### src/hdl/dcache_defines.svh
`ifndef DCACHE_DEFINES_SVH
`define DCACHE_DEFINES_SVH

// cache geometry
`define DC_WAYS 2
`define DC_SETS 256
`define DC_WORDS_PER_LINE 4

// pending stores
`define DC_SB_DEPTH 4

// address field bounds
// tag is 31..12, set index 11..4, word index 11..2
`define DC_TAG_LOW 12
`define DC_IDX_LOW 4
`define DC_WORD_LOW 2

`endif

### src/hdl/dcache_pkg.sv
`default_nettype none

`include "dcache_defines.svh"

package dcache_pkg;

    // strb nonzero marks a store
    typedef struct packed {
        logic [31:0] addr;
        logic [31:0] wdata;
        logic [3:0]  strb;
        logic [1:0]  size;
        logic        is_signed;
    } mem_req_t;

    typedef struct packed {
        logic               hit;
        logic [31:0]        data;
        logic [`DC_WAYS-1:0] way_hit;
        logic               is_store;
    } mem_resp_t;

    typedef struct packed {
        logic                    valid;
        logic [31-`DC_TAG_LOW:0] tag;
    } tag_entry_t;

    // way_hit is captured at lookup time, zero means the store missed
    typedef struct packed {
        logic                     valid;
        logic [31-`DC_WORD_LOW:0] waddr;
        logic [31:0]              data;
        logic [3:0]               strb;
        logic [`DC_WAYS-1:0]      way_hit;
    } sb_entry_t;

    typedef struct packed {
        logic [`DC_TAG_LOW-`DC_WORD_LOW-1:0] waddr;
        logic [31:0]                         data;
        logic [3:0]                          be;
        logic [`DC_WAYS-1:0]                 way;
        logic                                tag_we;
        tag_entry_t                          tag;
    } sram_wr_t;

    typedef struct packed {
        logic [31:0] addr;
        logic [31:0] data;
        logic        way;
        logic        tag_we;
    } refill_t;

endpackage

`default_nettype wire

### src/hdl/sram_write_arbiter.sv
`timescale 1ns/100ps
`default_nettype none

`include "dcache_defines.svh"

module sram_write_arbiter (
    input  wire logic             clk,
    input  wire logic             rst_n,
    input  wire logic             refill_req_i,
    input  dcache_pkg::refill_t   refill_i,
    output logic                  refill_ack_o,
    input  wire logic             drain_valid_i,
    input  dcache_pkg::sb_entry_t drain_entry_i,
    output logic                  drain_grant_o,
    output logic                  wr_en_o,
    output dcache_pkg::sram_wr_t  wr_o
);

    logic ack_q;
    logic refill_wr;

    // one write per transaction, on the edge where ack rises
    assign refill_wr     = refill_req_i && !ack_q;
    assign drain_grant_o = drain_valid_i && !refill_wr;
    assign refill_ack_o  = ack_q;

    always_ff @(posedge clk) begin
        if (!rst_n) begin
            ack_q <= 1'b0;
        end else if (refill_wr) begin
            ack_q <= 1'b1;
        end else if (!refill_req_i) begin
            ack_q <= 1'b0;
        end
    end

    always_comb begin
        wr_o = '0;
        if (refill_wr) begin
            wr_o.waddr          = refill_i.addr[`DC_TAG_LOW-1:`DC_WORD_LOW];
            wr_o.data           = refill_i.data;
            wr_o.be             = 4'hf;
            wr_o.way[refill_i.way] = 1'b1;
            wr_o.tag_we         = refill_i.tag_we;
            wr_o.tag.valid      = 1'b1;
            wr_o.tag.tag        = refill_i.addr[31:`DC_TAG_LOW];
        end else begin
            wr_o.waddr = drain_entry_i.waddr[`DC_TAG_LOW-`DC_WORD_LOW-1:0];
            wr_o.data  = drain_entry_i.data;
            wr_o.be    = drain_entry_i.strb;
            wr_o.way   = drain_entry_i.way_hit;
        end
    end

    // a missed store pops without a write
    assign wr_en_o = refill_wr || (drain_grant_o && (|drain_entry_i.way_hit));

    a_refill_stable: assert property (@(posedge clk) disable iff (!rst_n)
        refill_req_i && $past(refill_req_i) |-> $stable(refill_i));
    a_one_way: assert property (@(posedge clk) disable iff (!rst_n)
        wr_en_o |-> $onehot(wr_o.way));

endmodule

`default_nettype wire

### config.mk
export PLATFORM = sky130hd
export DESIGN_NAME = sram_write_arbiter
export DESIGN_NICKNAME = d
export VERILOG_FILES = /design/src/hdl/dcache_pkg.sv /design/src/hdl/sram_write_arbiter.sv
export VERILOG_INCLUDE_DIRS = /design/src /design/src/hdl
export SDC_FILE = /design/constraint.sdc
export NUM_CORES = 1
export LEC_CHECK = 0
export BUFFER_PORTS_ARGS = -buffer_cell sky130_fd_sc_hd__buf_2
export CORE_AREA = 2 2 81 83
export DETAILED_ROUTE_END_ITERATION = 8
export DIE_AREA = 0 0 83 85
export GPL_ROUTABILITY_DRIVEN = 0
export HOLD_SLACK_MARGIN = 0.02
export PLACE_DENSITY_LB_ADDON = 0.08
export SYNTH_ARGS = -nofsm -noshare
export SYNTH_HDL_FRONTEND = slang
export SYNTH_SLANG_ARGS = --single-unit
### constraint.sdc
create_clock -name clk -period 1.13 [get_ports clk]
set_clock_uncertainty 0.1 [all_clocks]
set_input_delay 0.0565 -clock clk [delete_from_list [all_inputs] [get_ports clk]]
set_output_delay 0.0565 -clock clk [all_outputs]
set_load 0.01 [all_outputs]
==> summary.md <==
| Metric | Value |
|---|---|
| Status | `finished, violations left` |
| Failing checks | `setup timing` |
| # diodes | `0` |
| Gr usage total | `9.19%` |
| Worst Hold Class | `input port to register` |
| Row cnt | `29` |
| Met2 wire length | `2.42 mm` |
| Leakage | `about 1.4 nW` |
| Period utilisation layout | `118%` |
| VDD IR max | `around 0.25 mV` |
| Final hold violation count | `0` |
| First-pass GRT wire length | `5.56 mm` |
| Slew headroom | `~90%` |
| Ys async rst share | `0%` |
| Mapped cell area | `a little under 0.001 sq mm` |
| Finished Core Util | `roughly 38%` |
| Layout fillers | `629` |
| Post-Place Setup Slack | `-0.230 ns` |
| Overflow after GRT | `0` |
| Avg Cell Area, Syn | `roughly 12 sq um` |
| Highest routed layer | `met3` |
| Min Tclk post-route | `1.33 ns` |
| Layout cells sized above 1 | `about nine tenths` |
| Final setup margin | `-0.203 ns` |
| Nets | `between 400 and 500` |
| RSZ-0062 raised after global routing | `yes` |
| Yosys Warn Count | `0` |
| IO Port Bufs | `188` |
| Wire length per cell | `11.6 um` |
| Largest net degree at the start of global routing | `25` |
| Setup TNS | `-10.63 ns` |
| # hold bufs at CTS | `0` |
| Initial Util | `15.9%` |
| Count leader, synth | `mux2_4` |
| Gate Count Post-Synth | `85` |
| Die height | `85 um` |
| Vias in the first global route | `roughly 1200` |
| Hold_ws | `0.173 ns` |
| Post-synthesis sequential area ratio | `2.03%` |
| DR WL met3 | `300 um` |
| Max reg flops | `1` |
| Hold path start | `rst_n` |
| Initial antenna violation count | `0` |
| DP Wirelength | `roughly 3.3 mm` |
| Max Slew Vio Count | `0` |
| Die width | `83 um` |
| Worst-path clk slew | `0 ns` |
| Pre-antenna DRT Iters | `2` |
| Routed wire length | `4.08 mm` |
| Synth unique cells | `16` |
| Yosys reg bits | `1` |
| DRC | `0` |
| Synth cell count leaders | `mux2_4 (41), and2_1 (22), buf_12 (4), or2_2 (4)` |
| Die area | `0.00706 sq mm` |
| Vias per cell | `3.85` |
| Layout area overhead | `138%` |
| Max-cap violations | `0` |
| Antenna Nets Post-Route | `0` |
| Initial DRC Count | `6` |
| Worst Tran Pin Value | `0.149 ns` |
| Syn_nets | `between 200 and 250` |
| CP endpoint kind | `output port` |
| Crit path kind | `register to output port` |
| IO Count | `212` |
| Critical Path Start | `refill_ack_o` |
| Area leader, netlist | `mux2_4` |
| Worst Path Required | `0.97 ns` |
| Pwr per Cell Area | `475 mW/mm^2` |
| Final setup violation count | `69` |
| CP max FO | `12` |
| Synth top area cells | `mux2_4 (62%), and2_1 (14%), buf_12 (8.1%), or2_2 (2.5%), buf_6 (2.3%)` |
| WP data arrival | `about 1.2 ns` |
| Fmax | `about 750 MHz` |
| Via Count | `1348` |
| Core ar. | `0.00620 sq mm` |
| Post-synth top area share | `62.4%` |
| Number of flops mapped to enable cells by yosys | `0` |
| Met1 Wirelength | `around 1.4 mm` |
| Ys flop type | `dfxtp_1` |
| Worst setup SP type | `register` |
worst max-delay path: stages (launching register included):
cell     delay [ns]
dfxtp_2        0.31
nor2b_4        0.12
buf_12         0.15
buf_16         0.16
mux2_4         0.31
buf_6          0.12
metrics by stage:
| stage | std cells | total power [W] | area, sq um |
|---|---|---|---|
| after floorplan | 85 | 0.000535 | 995 |
| after global routing | 350 | 0.00119 | 2350 |
| after CTS | 347 | 0.00104 | 2190 |
| after global placement | 347 | 0.000898 | 1980 |
| after detailed placement | 347 | 0.000898 | 1980 |
| final | 350 | 0.00112 | 2350 |
metal layers:
layer / vias up / track usage (%)
met4: 0 / 0
met5: - / 0
met2: 85 / 21.6
li1: 668 / -
met1: 595 / 8.70
met3: 0 / 0.875
cells in the final DEF (no fill, tap or decap), drive strengths merged:
cell type  Yosys  routed
o21ai          1       1
buf            8     195
mux2          43      43
nand2b         1       1
dfxtp          1       1
inv            1       1
nor2b          2       2
or2            4       4
mux2i          1       1
and2          22      22
clkbuf         1       2
where the power goes:
part | internal [W] | leakage, nW | switching (W)
clock | 0 | 0 | 0
sequential | 0.0000384 | 0.00860 | 0.00000166
combinational | 0.000703 | 1.36 | 0.000372
total | 0.000741 | 1.37 | 0.000374
final cells by class:
cell class / count / area (sq um) / share of cell area [%]
inverter: 1 / 3.75 / 0.160
multi-input combinational: 74 / 857 / 36.5
timing repair buffer: 197 / 1370 / 58.3
sequential: 1 / 21.3 / 0.907
tap: 77 / 96.3 / 4.11
cells by family (layout without fill, tap and decap cells):
logic type,count (synthesis),count (layout),share of synthesized area [%]
AO/OA/AOI/OAI,1,1,0.507
buffers and inverters,10,198,12.6
flip-flops,1,1,2.03
multiplexers,44,44,65.7
AND/OR/NAND/NOR,29,29,19.2
worst paths after layout:
path | endpoint | slack (ns) | cells after the start
setup / recovery | wr_o[43] | -0.20 | 5
hold / removal | refill_ack_o | 0.17 | 2
repair_timing:
action                                  CTS  global route
setup buffers                             0             1
endpoints found under the setup margin   70            71
pin swaps                                 0             0
gates resized for setup                  35            17
cloned                                    0             2
No activity file was read; power rests on OpenSTA's default activity.
