==> src/hdl/dcache_defines.svh <==
`ifndef DCACHE_DEFINES_SVH
`define DCACHE_DEFINES_SVH

// cache geometry
`define DC_WAYS 2
`define DC_SETS 256
`define DC_WORDS_PER_LINE 4

// pending stores
`define DC_SB_DEPTH 4

// address field bounds
// tag is 31..12, set index 11..4, word index 11..2
`define DC_TAG_LOW 12
`define DC_IDX_LOW 4
`define DC_WORD_LOW 2

`endif

==> src/hdl/dcache_pkg.sv <==
`default_nettype none

`include "dcache_defines.svh"

package dcache_pkg;

    // strb nonzero marks a store
    typedef struct packed {
        logic [31:0] addr;
        logic [31:0] wdata;
        logic [3:0]  strb;
        logic [1:0]  size;
        logic        is_signed;
    } mem_req_t;

    typedef struct packed {
        logic               hit;
        logic [31:0]        data;
        logic [`DC_WAYS-1:0] way_hit;
        logic               is_store;
    } mem_resp_t;

    typedef struct packed {
        logic                    valid;
        logic [31-`DC_TAG_LOW:0] tag;
    } tag_entry_t;

    // way_hit is captured at lookup time, zero means the store missed
    typedef struct packed {
        logic                     valid;
        logic [31-`DC_WORD_LOW:0] waddr;
        logic [31:0]              data;
        logic [3:0]               strb;
        logic [`DC_WAYS-1:0]      way_hit;
    } sb_entry_t;

    typedef struct packed {
        logic [`DC_TAG_LOW-`DC_WORD_LOW-1:0] waddr;
        logic [31:0]                         data;
        logic [3:0]                          be;
        logic [`DC_WAYS-1:0]                 way;
        logic                                tag_we;
        tag_entry_t                          tag;
    } sram_wr_t;

    typedef struct packed {
        logic [31:0] addr;
        logic [31:0] data;
        logic        way;
        logic        tag_we;
    } refill_t;

endpackage

`default_nettype wire

==> src/hdl/store_buffer.sv <==
`timescale 1ns/100ps
`default_nettype none

`include "dcache_defines.svh"

module store_buffer (
    input  wire logic                     clk,
    input  wire logic                     rst_n,
    input  wire logic                     push_i,
    input  dcache_pkg::sb_entry_t         push_entry_i,
    output logic                          full_o,
    output logic                          empty_o,
    input  wire logic [31-`DC_WORD_LOW:0] fwd_addr_i,
    output logic [31:0]                   fwd_data_o,
    output logic [3:0]                    fwd_mask_o,
    output logic                          drain_valid_o,
    output dcache_pkg::sb_entry_t         drain_entry_o,
    input  wire logic                     drain_grant_i
);

    localparam int PW = $clog2(`DC_SB_DEPTH);

    logic [PW-1:0]           head_q;
    logic [PW-1:0]           tail_q;
    logic [`DC_SB_DEPTH-1:0] vld_q;
    dcache_pkg::sb_entry_t   ent_q [`DC_SB_DEPTH];

    // occupied tail slot means every slot is taken
    assign full_o        = vld_q[tail_q];
    assign empty_o       = !vld_q[head_q];
    assign drain_valid_o = vld_q[head_q];
    assign drain_entry_o = ent_q[head_q];

    always_ff @(posedge clk) begin
        if (!rst_n) begin
            head_q <= '0;
            tail_q <= '0;
            vld_q  <= '0;
        end else begin
            if (push_i) begin
                vld_q[tail_q] <= 1'b1;
                tail_q        <= tail_q + 1'b1;
            end
            if (drain_grant_i) begin
                vld_q[head_q] <= 1'b0;
                head_q        <= head_q + 1'b1;
            end
        end
    end

    always_ff @(posedge clk) begin
        if (push_i) begin
            ent_q[tail_q] <= push_entry_i;
        end
    end

    // oldest to youngest, so later matches overwrite earlier bytes
    always_comb begin : fwd_scan
        logic [PW-1:0] idx;
        fwd_data_o = '0;
        fwd_mask_o = '0;
        for (int i = 0; i < `DC_SB_DEPTH; i++) begin
            idx = head_q + PW'(i);
            if (vld_q[idx] && ent_q[idx].valid && (ent_q[idx].waddr == fwd_addr_i)) begin
                for (int b = 0; b < 4; b++) begin
                    if (ent_q[idx].strb[b]) begin
                        fwd_data_o[8*b +: 8] = ent_q[idx].data[8*b +: 8];
                        fwd_mask_o[b]        = 1'b1;
                    end
                end
            end
        end
    end

    a_no_push_full: assert property (@(posedge clk) disable iff (!rst_n)
        push_i |-> !full_o);
    a_no_grant_empty: assert property (@(posedge clk) disable iff (!rst_n)
        drain_grant_i |-> !empty_o);

endmodule

`default_nettype wire

==> config.mk <==
export PLATFORM = sky130hd
export DESIGN_NAME = store_buffer
export DESIGN_NICKNAME = d
export VERILOG_FILES = /design/src/hdl/dcache_pkg.sv /design/src/hdl/store_buffer.sv
export VERILOG_INCLUDE_DIRS = /design/src /design/src/hdl
export SDC_FILE = /design/constraint.sdc
export NUM_CORES = 1
export LEC_CHECK = 0
export BUFFER_PORTS_ARGS = -buffer_cell sky130_fd_sc_hd__buf_4
export CORE_AREA = 2 2 182 220
export DETAILED_ROUTE_END_ITERATION = 10
export DIE_AREA = 0 0 184 222
export GPL_TIMING_DRIVEN = 0
export SYNTH_ARGS = -nofsm -noshare
export SYNTH_HDL_FRONTEND = slang
export SYNTH_SLANG_ARGS = --single-unit
export TNS_END_PERCENT = 1
==> constraint.sdc <==
create_clock -name clk -period 15.4 [get_ports clk]
set_clock_uncertainty 0.15 [all_clocks]
set_input_delay 0 -clock clk [delete_from_list [all_inputs] [get_ports clk]]
set_output_delay 0 -clock clk [all_outputs]
set_load 0.01 [all_outputs]
==> flow_summary.json <==
{
  "drt_iter0_drc": 1138,
  "htree_num_levels": 2,
  "max_slew_margin": -0.01646,
  "mostFrequentLayoutCells": "276 x edfxtp_1, 201 x buf_4, 151 x mux4_2, 96 x mux2i_1, 93 x xnor2_1",
  "post_cts_buffers": 0,
  "crit_path_cell_trace": "buf_6 > buf_6 > buf_6 > buf_6 > buf_4 > buf_2 > buf_4 > buf_2 > buf_2 > inv_1 > ha_1 > buf_4 > buf_2 > buf_2 > mux4_2 > xnor2_1 > nand4_1 > nor2_1 > nand4_1 > nor2_1 > buf_6 > nor3_1 > a211oi_1 > buf_4",
  "gr-usage-all-layers": 0.2826,
  "antenna_found_initial": 1,
  "fmax_ghz": 0.1171,
  "violations": "max-capacitance violations, max-slew violations",
  "grt_pass1_vias": 13200,
  "root_buffer": "clkbuf_16",
  "critical_path_buf_inv_count": 15,
  "clk_latency_ns": 0.52,
  "synth_area_leader_cell": "edfxtp_1",
  "critPathKind": "flip-flop to output port",
  "dpl_cell_area_mm2": 0.01977,
  "min_period_ns": 8.542,
  "grt_start_max_net_pins": 42,
  "viasPerCell": 6.389,
  "synthesis.nets": 1350,
  "yosysUniqueCellTypes": 59,
  "cts_made_buffers": 34,
  "cp-endpoint": "fwd_data_o[11]",
  "async_reset_ff_frac": 0,
  "critPathLaunchType": "flip-flop",
  "drive_gt1_frac": 0.3242,
  "fin_nets": 1651,
  "leakage_uw": 0.007103,
  "std_cell_rows": 79,
  "clockBufferDepth": 3,
  "ys.flop_type": "edfxtp_1",
  "rsz0062_at_grt": "false",
  "hpwlAfterDp_um": 41630,
  "worst-path-max-fanout": 10,
  "drc": 0,
  "die_x_um": 184,
  "dieArea_mm2": 0.04085,
  "p_per_area_mw_per_mm2": 105.5,
  "portBuffers": 188,
  "area.growth.synth_to_final_pct": 22.37,
  "io_pins": 211,
  "grt_pass1_wl_um": 84540,
  "dr_total_vias": 13104,
  "finalCritPeriodShare": 0.5547,
  "core_region_area_mm2": 0.03855,
  "grt.overflow.total": 0,
  "cts_tree": "done",
  "n_fill_cell": 3163,
  "fin_setup_tns_ns": 0,
  "crit_family": "buffers and inverters",
  "final_cell_area_mm2": 0.02158,
  "tightest_slew_ns": 1.511,
  "ys_ff_latch": 286,
  "max-cap-violations": 1,
  "slew_viol_final": 5,
  "ff2ff_path_depth": 20,
  "cts_sinks": 286,
  "synth_top_cell_area_share": 0.4700,
  "ir_drop_uv": 86.26,
  "worst_path_max_delay_cell": "nor2_1",
  "wirelength_um": 58020,
  "post_cts_resized": 0,
  "clk_pin_slew_ns": 0.06,
  "die_h_um": 222,
  "worst-path-stages": 24,
  "syn_area_mm2": 0.01763,
  "yosysWarningCount": 0,
  "crit_start": "head_q[0]",
  "slowest_delay_ns": 0.79,
  "setup_viol": 0,
  "start_util": 0.4574,
  "hold_violations": 0,
  "outcome": "complete, but fails checks",
  "place.gp.congestion": 0.9222,
  "final_common_cell": "edfxtp_1",
  "end_kind": "output port",
  "cp.arrival_ns": 8.39,
  "synth.area.top_cells": "edfxtp_1 47%, mux4_2 19%, mux2i_1 5.4%",
  "cp_data_required_time_ns": 15.25,
  "wl_per_cell_um": 28.29,
  "r2r_start": "head_q[0]",
  "synth_edf_count": 276,
  "rrSetupSlack_ns": 8.84,
  "yosysSeqAreaShare": 0.4813,
  "avgSynthCellArea_um2": 14.23,
  "hold_buffers": 73,
  "antenna_left": 0,
  "drt_first_pass_iters": 5,
  "synthCells": 1239,
  "holdCritPathClass": "input port to flip-flop"
}
report_power, final:
group	leakage (uW)	total [uW]	internal, uW	switching, uW
combinational	0.00396	575	257	318
clock	0.000528	785	469	316
sequential	0.00262	917	894	23.1
through the flow:
| stage | setup slack [ns] | cells | power, uW | hold slack, ns | utilization |
|---|---|---|---|---|---|
| 2_1_floorplan | 10.19 | 1239 | 1279 | -0.05113 | - |
| 3_3_place_gp | 7.426 | 1913 | 1486 | 0.04992 | 0.5098 |
| 3_5_place_dp | 7.421 | 1917 | 1490 | 0.05303 | 0.5130 |
| 5_1_grt | 6.570 | 2051 | 2356 | 0.06801 | 0.5598 |
| 4_1_cts | 6.815 | 2050 | 2288 | 0.04795 | 0.5597 |
| 6_report | 6.858 | 2051 | 2277 | 0.06560 | 0.5598 |
layout make-up:
class	instances	area, um^2	area share
flip-flops and latches	286	8488	0.3933
plain buffers	107	574.3	0.02661
clock buffers	46	959.7	0.04447
clock inverters	14	112.6	0.005218
multi-input cells	836	8544	0.3960
inverters	10	37.54	0.001739
well taps	486	608.1	0.02818
diodes	1	2.502	0.0001160
repair buffers	265	2252	0.1044
layer usage:
layer | part of all wire | up-vias | track usage
met4 | 0.040 | 0 | 0.1107
met3 | 0.065 | 114 | 0.03942
met2 | 0.52 | 647 | 0.5015
li1 | - | 5652 | -
met1 | 0.37 | 6691 | 0.3466
met5 | 0 | - | 0
how the worst min path moves through the flow:
stage	startpoint	end	cells after the start
after detailed placement	push_entry_i[23]	ent_q[1][23]	1
final	push_entry_i[9]	ent_q[1][9]	2
after global placement	push_entry_i[26]	ent_q[2][26]	1
after floorplan	push_entry_i[0]	ent_q[0][0]	0
after CTS	push_entry_i[60]	ent_q[1][60]	2
after global routing	push_entry_i[9]	ent_q[2][9]	2
logic make-up after synthesis:
family / synth area share
xor gates and xnor gates: 0.05563
AOI/OAI and AO/OA: 0.08259
muxes: 0.2770
adders and majority gates: 0.005676
DFF: 0.4813
buffers and inverters: 0.03470
and+or+nand+nor: 0.06308
sequential cells by signal, summed over array words and instances, names as in the netlist, named ones only:
signal  count
ent_q     276
head_q      2
tail_q      2
vld_q       4
synthesized netlist by cell type (2+ instances only):
cell type  instances
nand4_1           25
and2_1             9
o2111ai_1          3
or3_1              5
nand2_1           89
mux2i_1           96
a22oi_1            4
a211oi_1          28
mux2i_2            2
xnor2_1           93
clkbuf_1          49
o2bb2ai_1          3
xor2_1            19
ha_1               8
buf_4             13
dfxtp_1           10
buf_2             21
a221oi_1          37
or3b_2             4
mux2_2            44
nor3_1            35
a211oi_2           5
and3_1             4
buf_1             11
nor4_1             8
nor2b_1            3
mux4_2           151
o32ai_2            4
a31oi_2            4
buf_6             13
o21ai_0           78
inv_1              9
o211a_1            4
edfxtp_1         276
a32oi_1            2
nor2_1            19
a22o_1             2
nand3b_1           2
nand2b_1           2
o22ai_1            5
nand3_1           12
a21oi_1           11
Power figures use the tool's default switching activity.
