==> config.mk <==
export PLATFORM = sky130hd
export DESIGN_NAME = dcache_lookup
export DESIGN_NICKNAME = d
export VERILOG_FILES = /design/src/hdl/dcache_pkg.sv /design/src/hdl/dcache_lookup.sv
export VERILOG_INCLUDE_DIRS = /design/src /design/src/hdl
export SDC_FILE = /design/constraint.sdc
export NUM_CORES = 1
export LEC_CHECK = 0
export ABC_AREA = 1
export BUFFER_PORTS_ARGS = -buffer_cell sky130_fd_sc_hd__buf_2
export CELL_PAD_IN_SITES_DETAIL_PLACEMENT = 1
export CELL_PAD_IN_SITES_GLOBAL_PLACEMENT = 1
export CORE_MARGIN = 5
export CORE_UTILIZATION = 29
export CTS_CLUSTER_SIZE = 8
export DETAILED_ROUTE_END_ITERATION = 8
export MAX_ROUTING_LAYER = met4
export PLACE_DENSITY_LB_ADDON = 0.12
export SLEW_MARGIN = 20
export SYNTH_ARGS = -nofsm -noshare
export SYNTH_HDL_FRONTEND = slang
export SYNTH_SLANG_ARGS = --single-unit
==> constraint.sdc <==
create_clock -name clk -period 4.4 [get_ports clk]
set_input_delay 0.88 -clock clk [delete_from_list [all_inputs] [get_ports clk]]
set_output_delay 0.88 -clock clk [all_outputs]
set_load 0.02 [all_outputs]
==> src/hdl/dcache_defines.svh <==
`ifndef DCACHE_DEFINES_SVH
`define DCACHE_DEFINES_SVH

// cache geometry
`define DC_WAYS 2
`define DC_SETS 256
`define DC_WORDS_PER_LINE 4

// pending stores
`define DC_SB_DEPTH 4

// address field bounds
// tag is 31..12, set index 11..4, word index 11..2
`define DC_TAG_LOW 12
`define DC_IDX_LOW 4
`define DC_WORD_LOW 2

`endif

==> src/hdl/dcache_pkg.sv <==
`default_nettype none

`include "dcache_defines.svh"

package dcache_pkg;

    // strb nonzero marks a store
    typedef struct packed {
        logic [31:0] addr;
        logic [31:0] wdata;
        logic [3:0]  strb;
        logic [1:0]  size;
        logic        is_signed;
    } mem_req_t;

    typedef struct packed {
        logic               hit;
        logic [31:0]        data;
        logic [`DC_WAYS-1:0] way_hit;
        logic               is_store;
    } mem_resp_t;

    typedef struct packed {
        logic                    valid;
        logic [31-`DC_TAG_LOW:0] tag;
    } tag_entry_t;

    // way_hit is captured at lookup time, zero means the store missed
    typedef struct packed {
        logic                     valid;
        logic [31-`DC_WORD_LOW:0] waddr;
        logic [31:0]              data;
        logic [3:0]               strb;
        logic [`DC_WAYS-1:0]      way_hit;
    } sb_entry_t;

    typedef struct packed {
        logic [`DC_TAG_LOW-`DC_WORD_LOW-1:0] waddr;
        logic [31:0]                         data;
        logic [3:0]                          be;
        logic [`DC_WAYS-1:0]                 way;
        logic                                tag_we;
        tag_entry_t                          tag;
    } sram_wr_t;

    typedef struct packed {
        logic [31:0] addr;
        logic [31:0] data;
        logic        way;
        logic        tag_we;
    } refill_t;

endpackage

`default_nettype wire

==> src/hdl/dcache_lookup.sv <==
`timescale 1ns/100ps
`default_nettype none

`include "dcache_defines.svh"

module dcache_lookup (
    input  wire logic                                clk,
    input  wire logic                                rst_n,
    input  wire logic                                req_valid_i,
    input  dcache_pkg::mem_req_t                     req_i,
    output logic                                     req_ready_o,
    output logic                                     resp_valid_o,
    output dcache_pkg::mem_resp_t                    resp_o,
    input  wire logic                                resp_ready_i,
    output logic [`DC_TAG_LOW-`DC_IDX_LOW-1:0]       rd_idx_o,
    output logic [`DC_TAG_LOW-`DC_WORD_LOW-1:0]      rd_word_o,
    input  dcache_pkg::tag_entry_t [`DC_WAYS-1:0]    tag_rd_i,
    input  wire logic [`DC_WAYS-1:0][31:0]           data_rd_i,
    output logic [31-`DC_WORD_LOW:0]                 fwd_addr_o,
    input  wire logic [31:0]                         fwd_data_i,
    input  wire logic [3:0]                          fwd_mask_i,
    input  wire logic                                sb_full_i,
    output logic                                     sb_push_o,
    output dcache_pkg::sb_entry_t                    sb_entry_o
);

    logic                 stage_vld_q;
    dcache_pkg::mem_req_t stage_q;
    logic                 req_fire;
    logic                 take;
    logic                 is_store;
    logic [31:0]          rd_addr;
    logic [`DC_WAYS-1:0]  tag_hit;
    logic [31:0]          way_data;
    logic [31:0]          merged;
    logic [31:0]          shifted;
    logic [31:0]          load_data;
    logic [3:0]           need;
    logic [3:0]           covered;

    assign is_store  = |stage_q.strb;
    assign take      = stage_vld_q && resp_ready_i;
    assign sb_push_o = take && is_store;

    // a store also needs a free slot that the pushing store does not claim
    assign req_ready_o = (!stage_vld_q || resp_ready_i) &&
                         (!(|req_i.strb) || (!sb_full_i && !sb_push_o));
    assign req_fire    = req_valid_i && req_ready_o;

    always_ff @(posedge clk) begin
        if (!rst_n) begin
            stage_vld_q <= 1'b0;
        end else if (req_fire) begin
            stage_vld_q <= 1'b1;
        end else if (take) begin
            stage_vld_q <= 1'b0;
        end
    end

    always_ff @(posedge clk) begin
        if (req_fire) begin
            stage_q <= req_i;
        end
    end

    // re-read the held address so writes during a stall are seen
    assign rd_addr    = req_fire ? req_i.addr : stage_q.addr;
    assign rd_idx_o   = rd_addr[`DC_TAG_LOW-1:`DC_IDX_LOW];
    assign rd_word_o  = rd_addr[`DC_TAG_LOW-1:`DC_WORD_LOW];
    assign fwd_addr_o = stage_q.addr[31:`DC_WORD_LOW];

    always_comb begin
        tag_hit  = '0;
        way_data = '0;
        for (int w = 0; w < `DC_WAYS; w++) begin
            tag_hit[w] = tag_rd_i[w].valid && (tag_rd_i[w].tag == stage_q.addr[31:`DC_TAG_LOW]);
            way_data   = way_data | ({32{tag_hit[w]}} & data_rd_i[w]);
        end
        for (int b = 0; b < 4; b++) begin
            merged[8*b +: 8] = fwd_mask_i[b] ? fwd_data_i[8*b +: 8] : way_data[8*b +: 8];
        end
    end

    // bytes the load actually reads
    always_comb begin
        case (stage_q.size)
            2'd0:    need = 4'b0001 << stage_q.addr[1:0];
            2'd1:    need = 4'b0011 << {stage_q.addr[1], 1'b0};
            default: need = 4'b1111;
        endcase
    end

    assign covered = fwd_mask_i | {4{|tag_hit}};
    assign shifted = merged >> {stage_q.addr[1:0], 3'b000};

    always_comb begin
        case (stage_q.size)
            2'd0: load_data = {{24{stage_q.is_signed & shifted[7]}}, shifted[7:0]};
            2'd1: load_data = {{16{stage_q.is_signed & shifted[15]}}, shifted[15:0]};
            default: load_data = shifted;
        endcase
    end

    assign resp_valid_o     = stage_vld_q;
    assign resp_o.hit       = is_store ? (|tag_hit) : ((need & ~covered) == 4'b0000);
    assign resp_o.data      = is_store ? 32'h0 : load_data;
    assign resp_o.way_hit   = tag_hit;
    assign resp_o.is_store  = is_store;

    assign sb_entry_o.valid   = 1'b1;
    assign sb_entry_o.waddr   = stage_q.addr[31:`DC_WORD_LOW];
    assign sb_entry_o.data    = stage_q.wdata;
    assign sb_entry_o.strb    = stage_q.strb;
    assign sb_entry_o.way_hit = tag_hit;

endmodule

`default_nettype wire

==> results.toml <==
[run_status]
status = "complete, no violations"

[global_routing]
grt_pass1_wl_mm = 36.14
antenna_found_initial = 8
grt_util_all_layers = 0.2185
overflow = 0
grt_max_degree = 37
grt_pass1_vias = 6278

[clock_network]
cts_tree = "yes"
cts_root_buf = "clkbuf_16"
clk_path_buf_depth = 2
clk_latency_ns = 0.34
htreeDepth = 3
cts_buffers = 9
cts.sinks = 72
path_clk_slew_ns = 0.06
postCtsHoldBufs = 0
cts_resized = 0
cts_setup_buffers = 0

[setup_path]
crit_fanout = 17
cp_top_family = "simple AND/OR/NAND/NOR gates"
r2r-start = "sb_entry_o[3]"
startpoint_type = "primary input"
crit_path_frequent_cell = "nand2_1"
slowest_stage = "and3_1"
critical_path_arrival_ns = 3.06
slowest_delay_ns = 0.56
r2r_cells = 9
rr_endpoint = "fwd_addr_o[19]"
crit_chain = "buf_2, inv_1, nand2_1, nand2_1, nor2_1, nand2_1, nor2_2, and3_1, nand2_1, nand2_1, nand3_1, nand2_1, nand2_1, nand2_1, nand2_1, nor2_1, buf_2"
rrSetupSlack_ns = 1.43
cp-end-kind = "primary output"
crit_buf_inv = 3
criticalPathCategory = "primary input to primary output"
required_ns = 3.52

[synthesis]
synth_area_um2 = 5746
yosys_warnings = 0
synth_cells = 757
synth_ff_type = "edfxtp_1"
synth_most_common_cell = "nand2_1"
synthTopCellsByCount = "nand2_1 (253), buf_4 (113), edfxtp_1 (71)"
yosysUniqueCellTypes = 42
synth.top_cell.area_share = 0.3711
syn_nets = 975
avgSynthCellArea_um2 = 7.590
yosysSeqAreaShare = 0.3746
synth_edf_count = 71
synth_seq_cells = 72
synth_area_leaders = "edfxtp_1 (37%), nand2_1 (17%), buf_4 (15%), inv_1 (3.3%), o21ai_0 (3.0%)"
synthArstFlopShare = 0
yosys.area.top_type = "edfxtp_1"

[cells_and_area]
multi_input_area_um2 = 2351
finish.utilization = 0.3827
nFillCells = 2508
finalInstanceArea_um2 = 7448
syn_to_final_growth_pct = 29.64
fin_nets = 1239
seqCellArea_um2 = 2152
drive_above_1_share = 0.4493

[sta]
min_period_ns = 3.944
rsz0062_at_grt = "no"
max_freq_mhz = 253.6
finalMaxSlewViolations = 0
finalClockSkew_ns = 0.01195
tns_ns = 0
hold_viol_final = 0
finalSetupViolations = 0
timing.final.crit_share = 0.8963
slew_headroom = 0.5105
worst_slew_pin_slew_ns = 0.7315

[routing]
viasPerCell = 4.549
drt_iter0_drc = 189
wire_per_inst_um = 19.07
drt-total-wl_mm = 24.85
post-route-drc-count = 0
drt_pass1_iterations = 5
vias = 5927
antenna_left = 0

[worst_hold_path]
holdPathStages = 2
hp-start = "resp_valid_o"
worstHoldEndpoint = "resp_valid_o"
hold_class = "flop to flop"

[die]
core_area_um2 = 19460
row_count = 51
die-height_um = 150.8
ios = 374
die_x_um = 150.8
die_area_um2 = 22730
initial_core_util = 0.2952

[placement]
placed_area_um2 = 7084
place_hpwl_mm = 20.86
place_congestion = 0.8583
io_buffers = 372

[power_and_ir_drop]
power.leakage_uw = 0.003841
ir_drop_uv = 168.7
pwr_density_cell_nw_per_um2 = 286.7

[run]
cap_violations = 0
kinds of logic (layout without fill, tap and decap cells):
family | after synthesis | in the layout | synth area share
AOI/OAI and AO/OA | 95 | 95 | 0.09321
DFF | 72 | 72 | 0.3746
buffers and inverters | 203 | 472 | 0.2162
and+or+nand+nor | 380 | 380 | 0.3062
other | 1 | 13 | 0.0006527
xor gates and xnor gates | 6 | 6 | 0.009146
where the power goes:
group          switching, µW  leakage (µW)  total, µW  internal, µW
Combinational            296       0.00300        467           171
Sequential              25.6      0.000673        822           797
Clock                    336      0.000165        846           510
Total                    657       0.00384       2140          1480
sequential cells by signal (all words and copies together) (netlist names):
| signal | count |
|---|---|
| sb_entry_o | 36 |
| resp_valid_o | 1 |
| fwd_addr_o | 30 |
| stage_q | 5 |
worst max path at each step:
| stage | start | to | cells after the start |
|---|---|---|---|
| 3_5_place_dp | tag_rd_i[27] | resp_o[33] | 15 |
| 4_1_cts | tag_rd_i[27] | resp_o[33] | 15 |
| 3_3_place_gp | tag_rd_i[9] | resp_o[12] | 16 |
| 2_1_floorplan | sb_entry_o[3] | rd_word_o[2] | 11 |
| 6_report | tag_rd_i[27] | resp_o[21] | 17 |
| 5_1_grt | tag_rd_i[38] | resp_o[21] | 17 |
layout by cell type (no fill, tap or decap), types with 2 or more instances in the layout:
| master | netlist | layout |
|---|---|---|
| edfxtp_1 | 71 | 71 |
| nand2_1 | 253 | 253 |
| clkbuf_16 | 0 | 9 |
| nor2_2 | 6 | 6 |
| o211ai_1 | 14 | 14 |
| o21ai_1 | 4 | 4 |
| or2_2 | 10 | 10 |
| o21ai_0 | 35 | 35 |
| or2_1 | 2 | 2 |
| a21oi_1 | 31 | 31 |
| inv_1 | 51 | 50 |
| nor2_4 | 12 | 12 |
| buf_4 | 113 | 19 |
| xnor2_1 | 5 | 5 |
| nor2_1 | 27 | 27 |
| diode_2 | 0 | 12 |
| inv_6 | 0 | 2 |
| buf_2 | 6 | 372 |
| bufinv_16 | 0 | 2 |
| inv_2 | 11 | 11 |
| a31oi_1 | 7 | 7 |
| nand4_1 | 21 | 21 |
| inv_8 | 0 | 2 |
| nand3_2 | 7 | 7 |
| nand3_1 | 33 | 33 |
| clkinv_1 | 3 | 3 |
routing by layer:
layer | global-route usage | wire length (µm) | vias to the layer above
met5 | - | 0 | -
met4 | 0.05168 | 327 | 0
met3 | 0.06442 | 2250 | 18
met2 | 0.3715 | 12310 | 265
met1 | 0.2550 | 9962 | 2735
li1 | - | - | 2909
worst register-to-register path: cells and delay by family, from the launching register on:
kind / cells / cell delay, ns
compound gates: 1 / 0.09
buf+inv: 4 / 1.33
flops: 1 / 0.40
simple gates: 4 / 0.76
layout make-up:
type	instances	share of cell area
Antenna cell	12	0.004032
Clock buffer	9	0.03024
Clock inverter	7	0.01461
Inverter	65	0.03292
Multi-Input combinational cell	482	0.3156
Sequential cell	72	0.2889
Tap cell	265	0.04452
Timing Repair Buffer	391	0.2691
stage by stage:
step / power (µW) / hold WS [ns] / worst slack, ns / std cells
after floorplan: 1142 / 0.5757 / 0.3550 / 757
after global placement: 1303 / 0.5153 / 0.4936 / 1275
after detailed placement: 1309 / 0.5209 / 0.4430 / 1275
after CTS: 2166 / 0.5316 / 0.4264 / 1291
after global routing: 2239 / 0.5948 / 0.1646 / 1299
final: 2135 / 0.5211 / 0.4561 / 1303
Note: power is estimated with default switching activity, not from simulation.
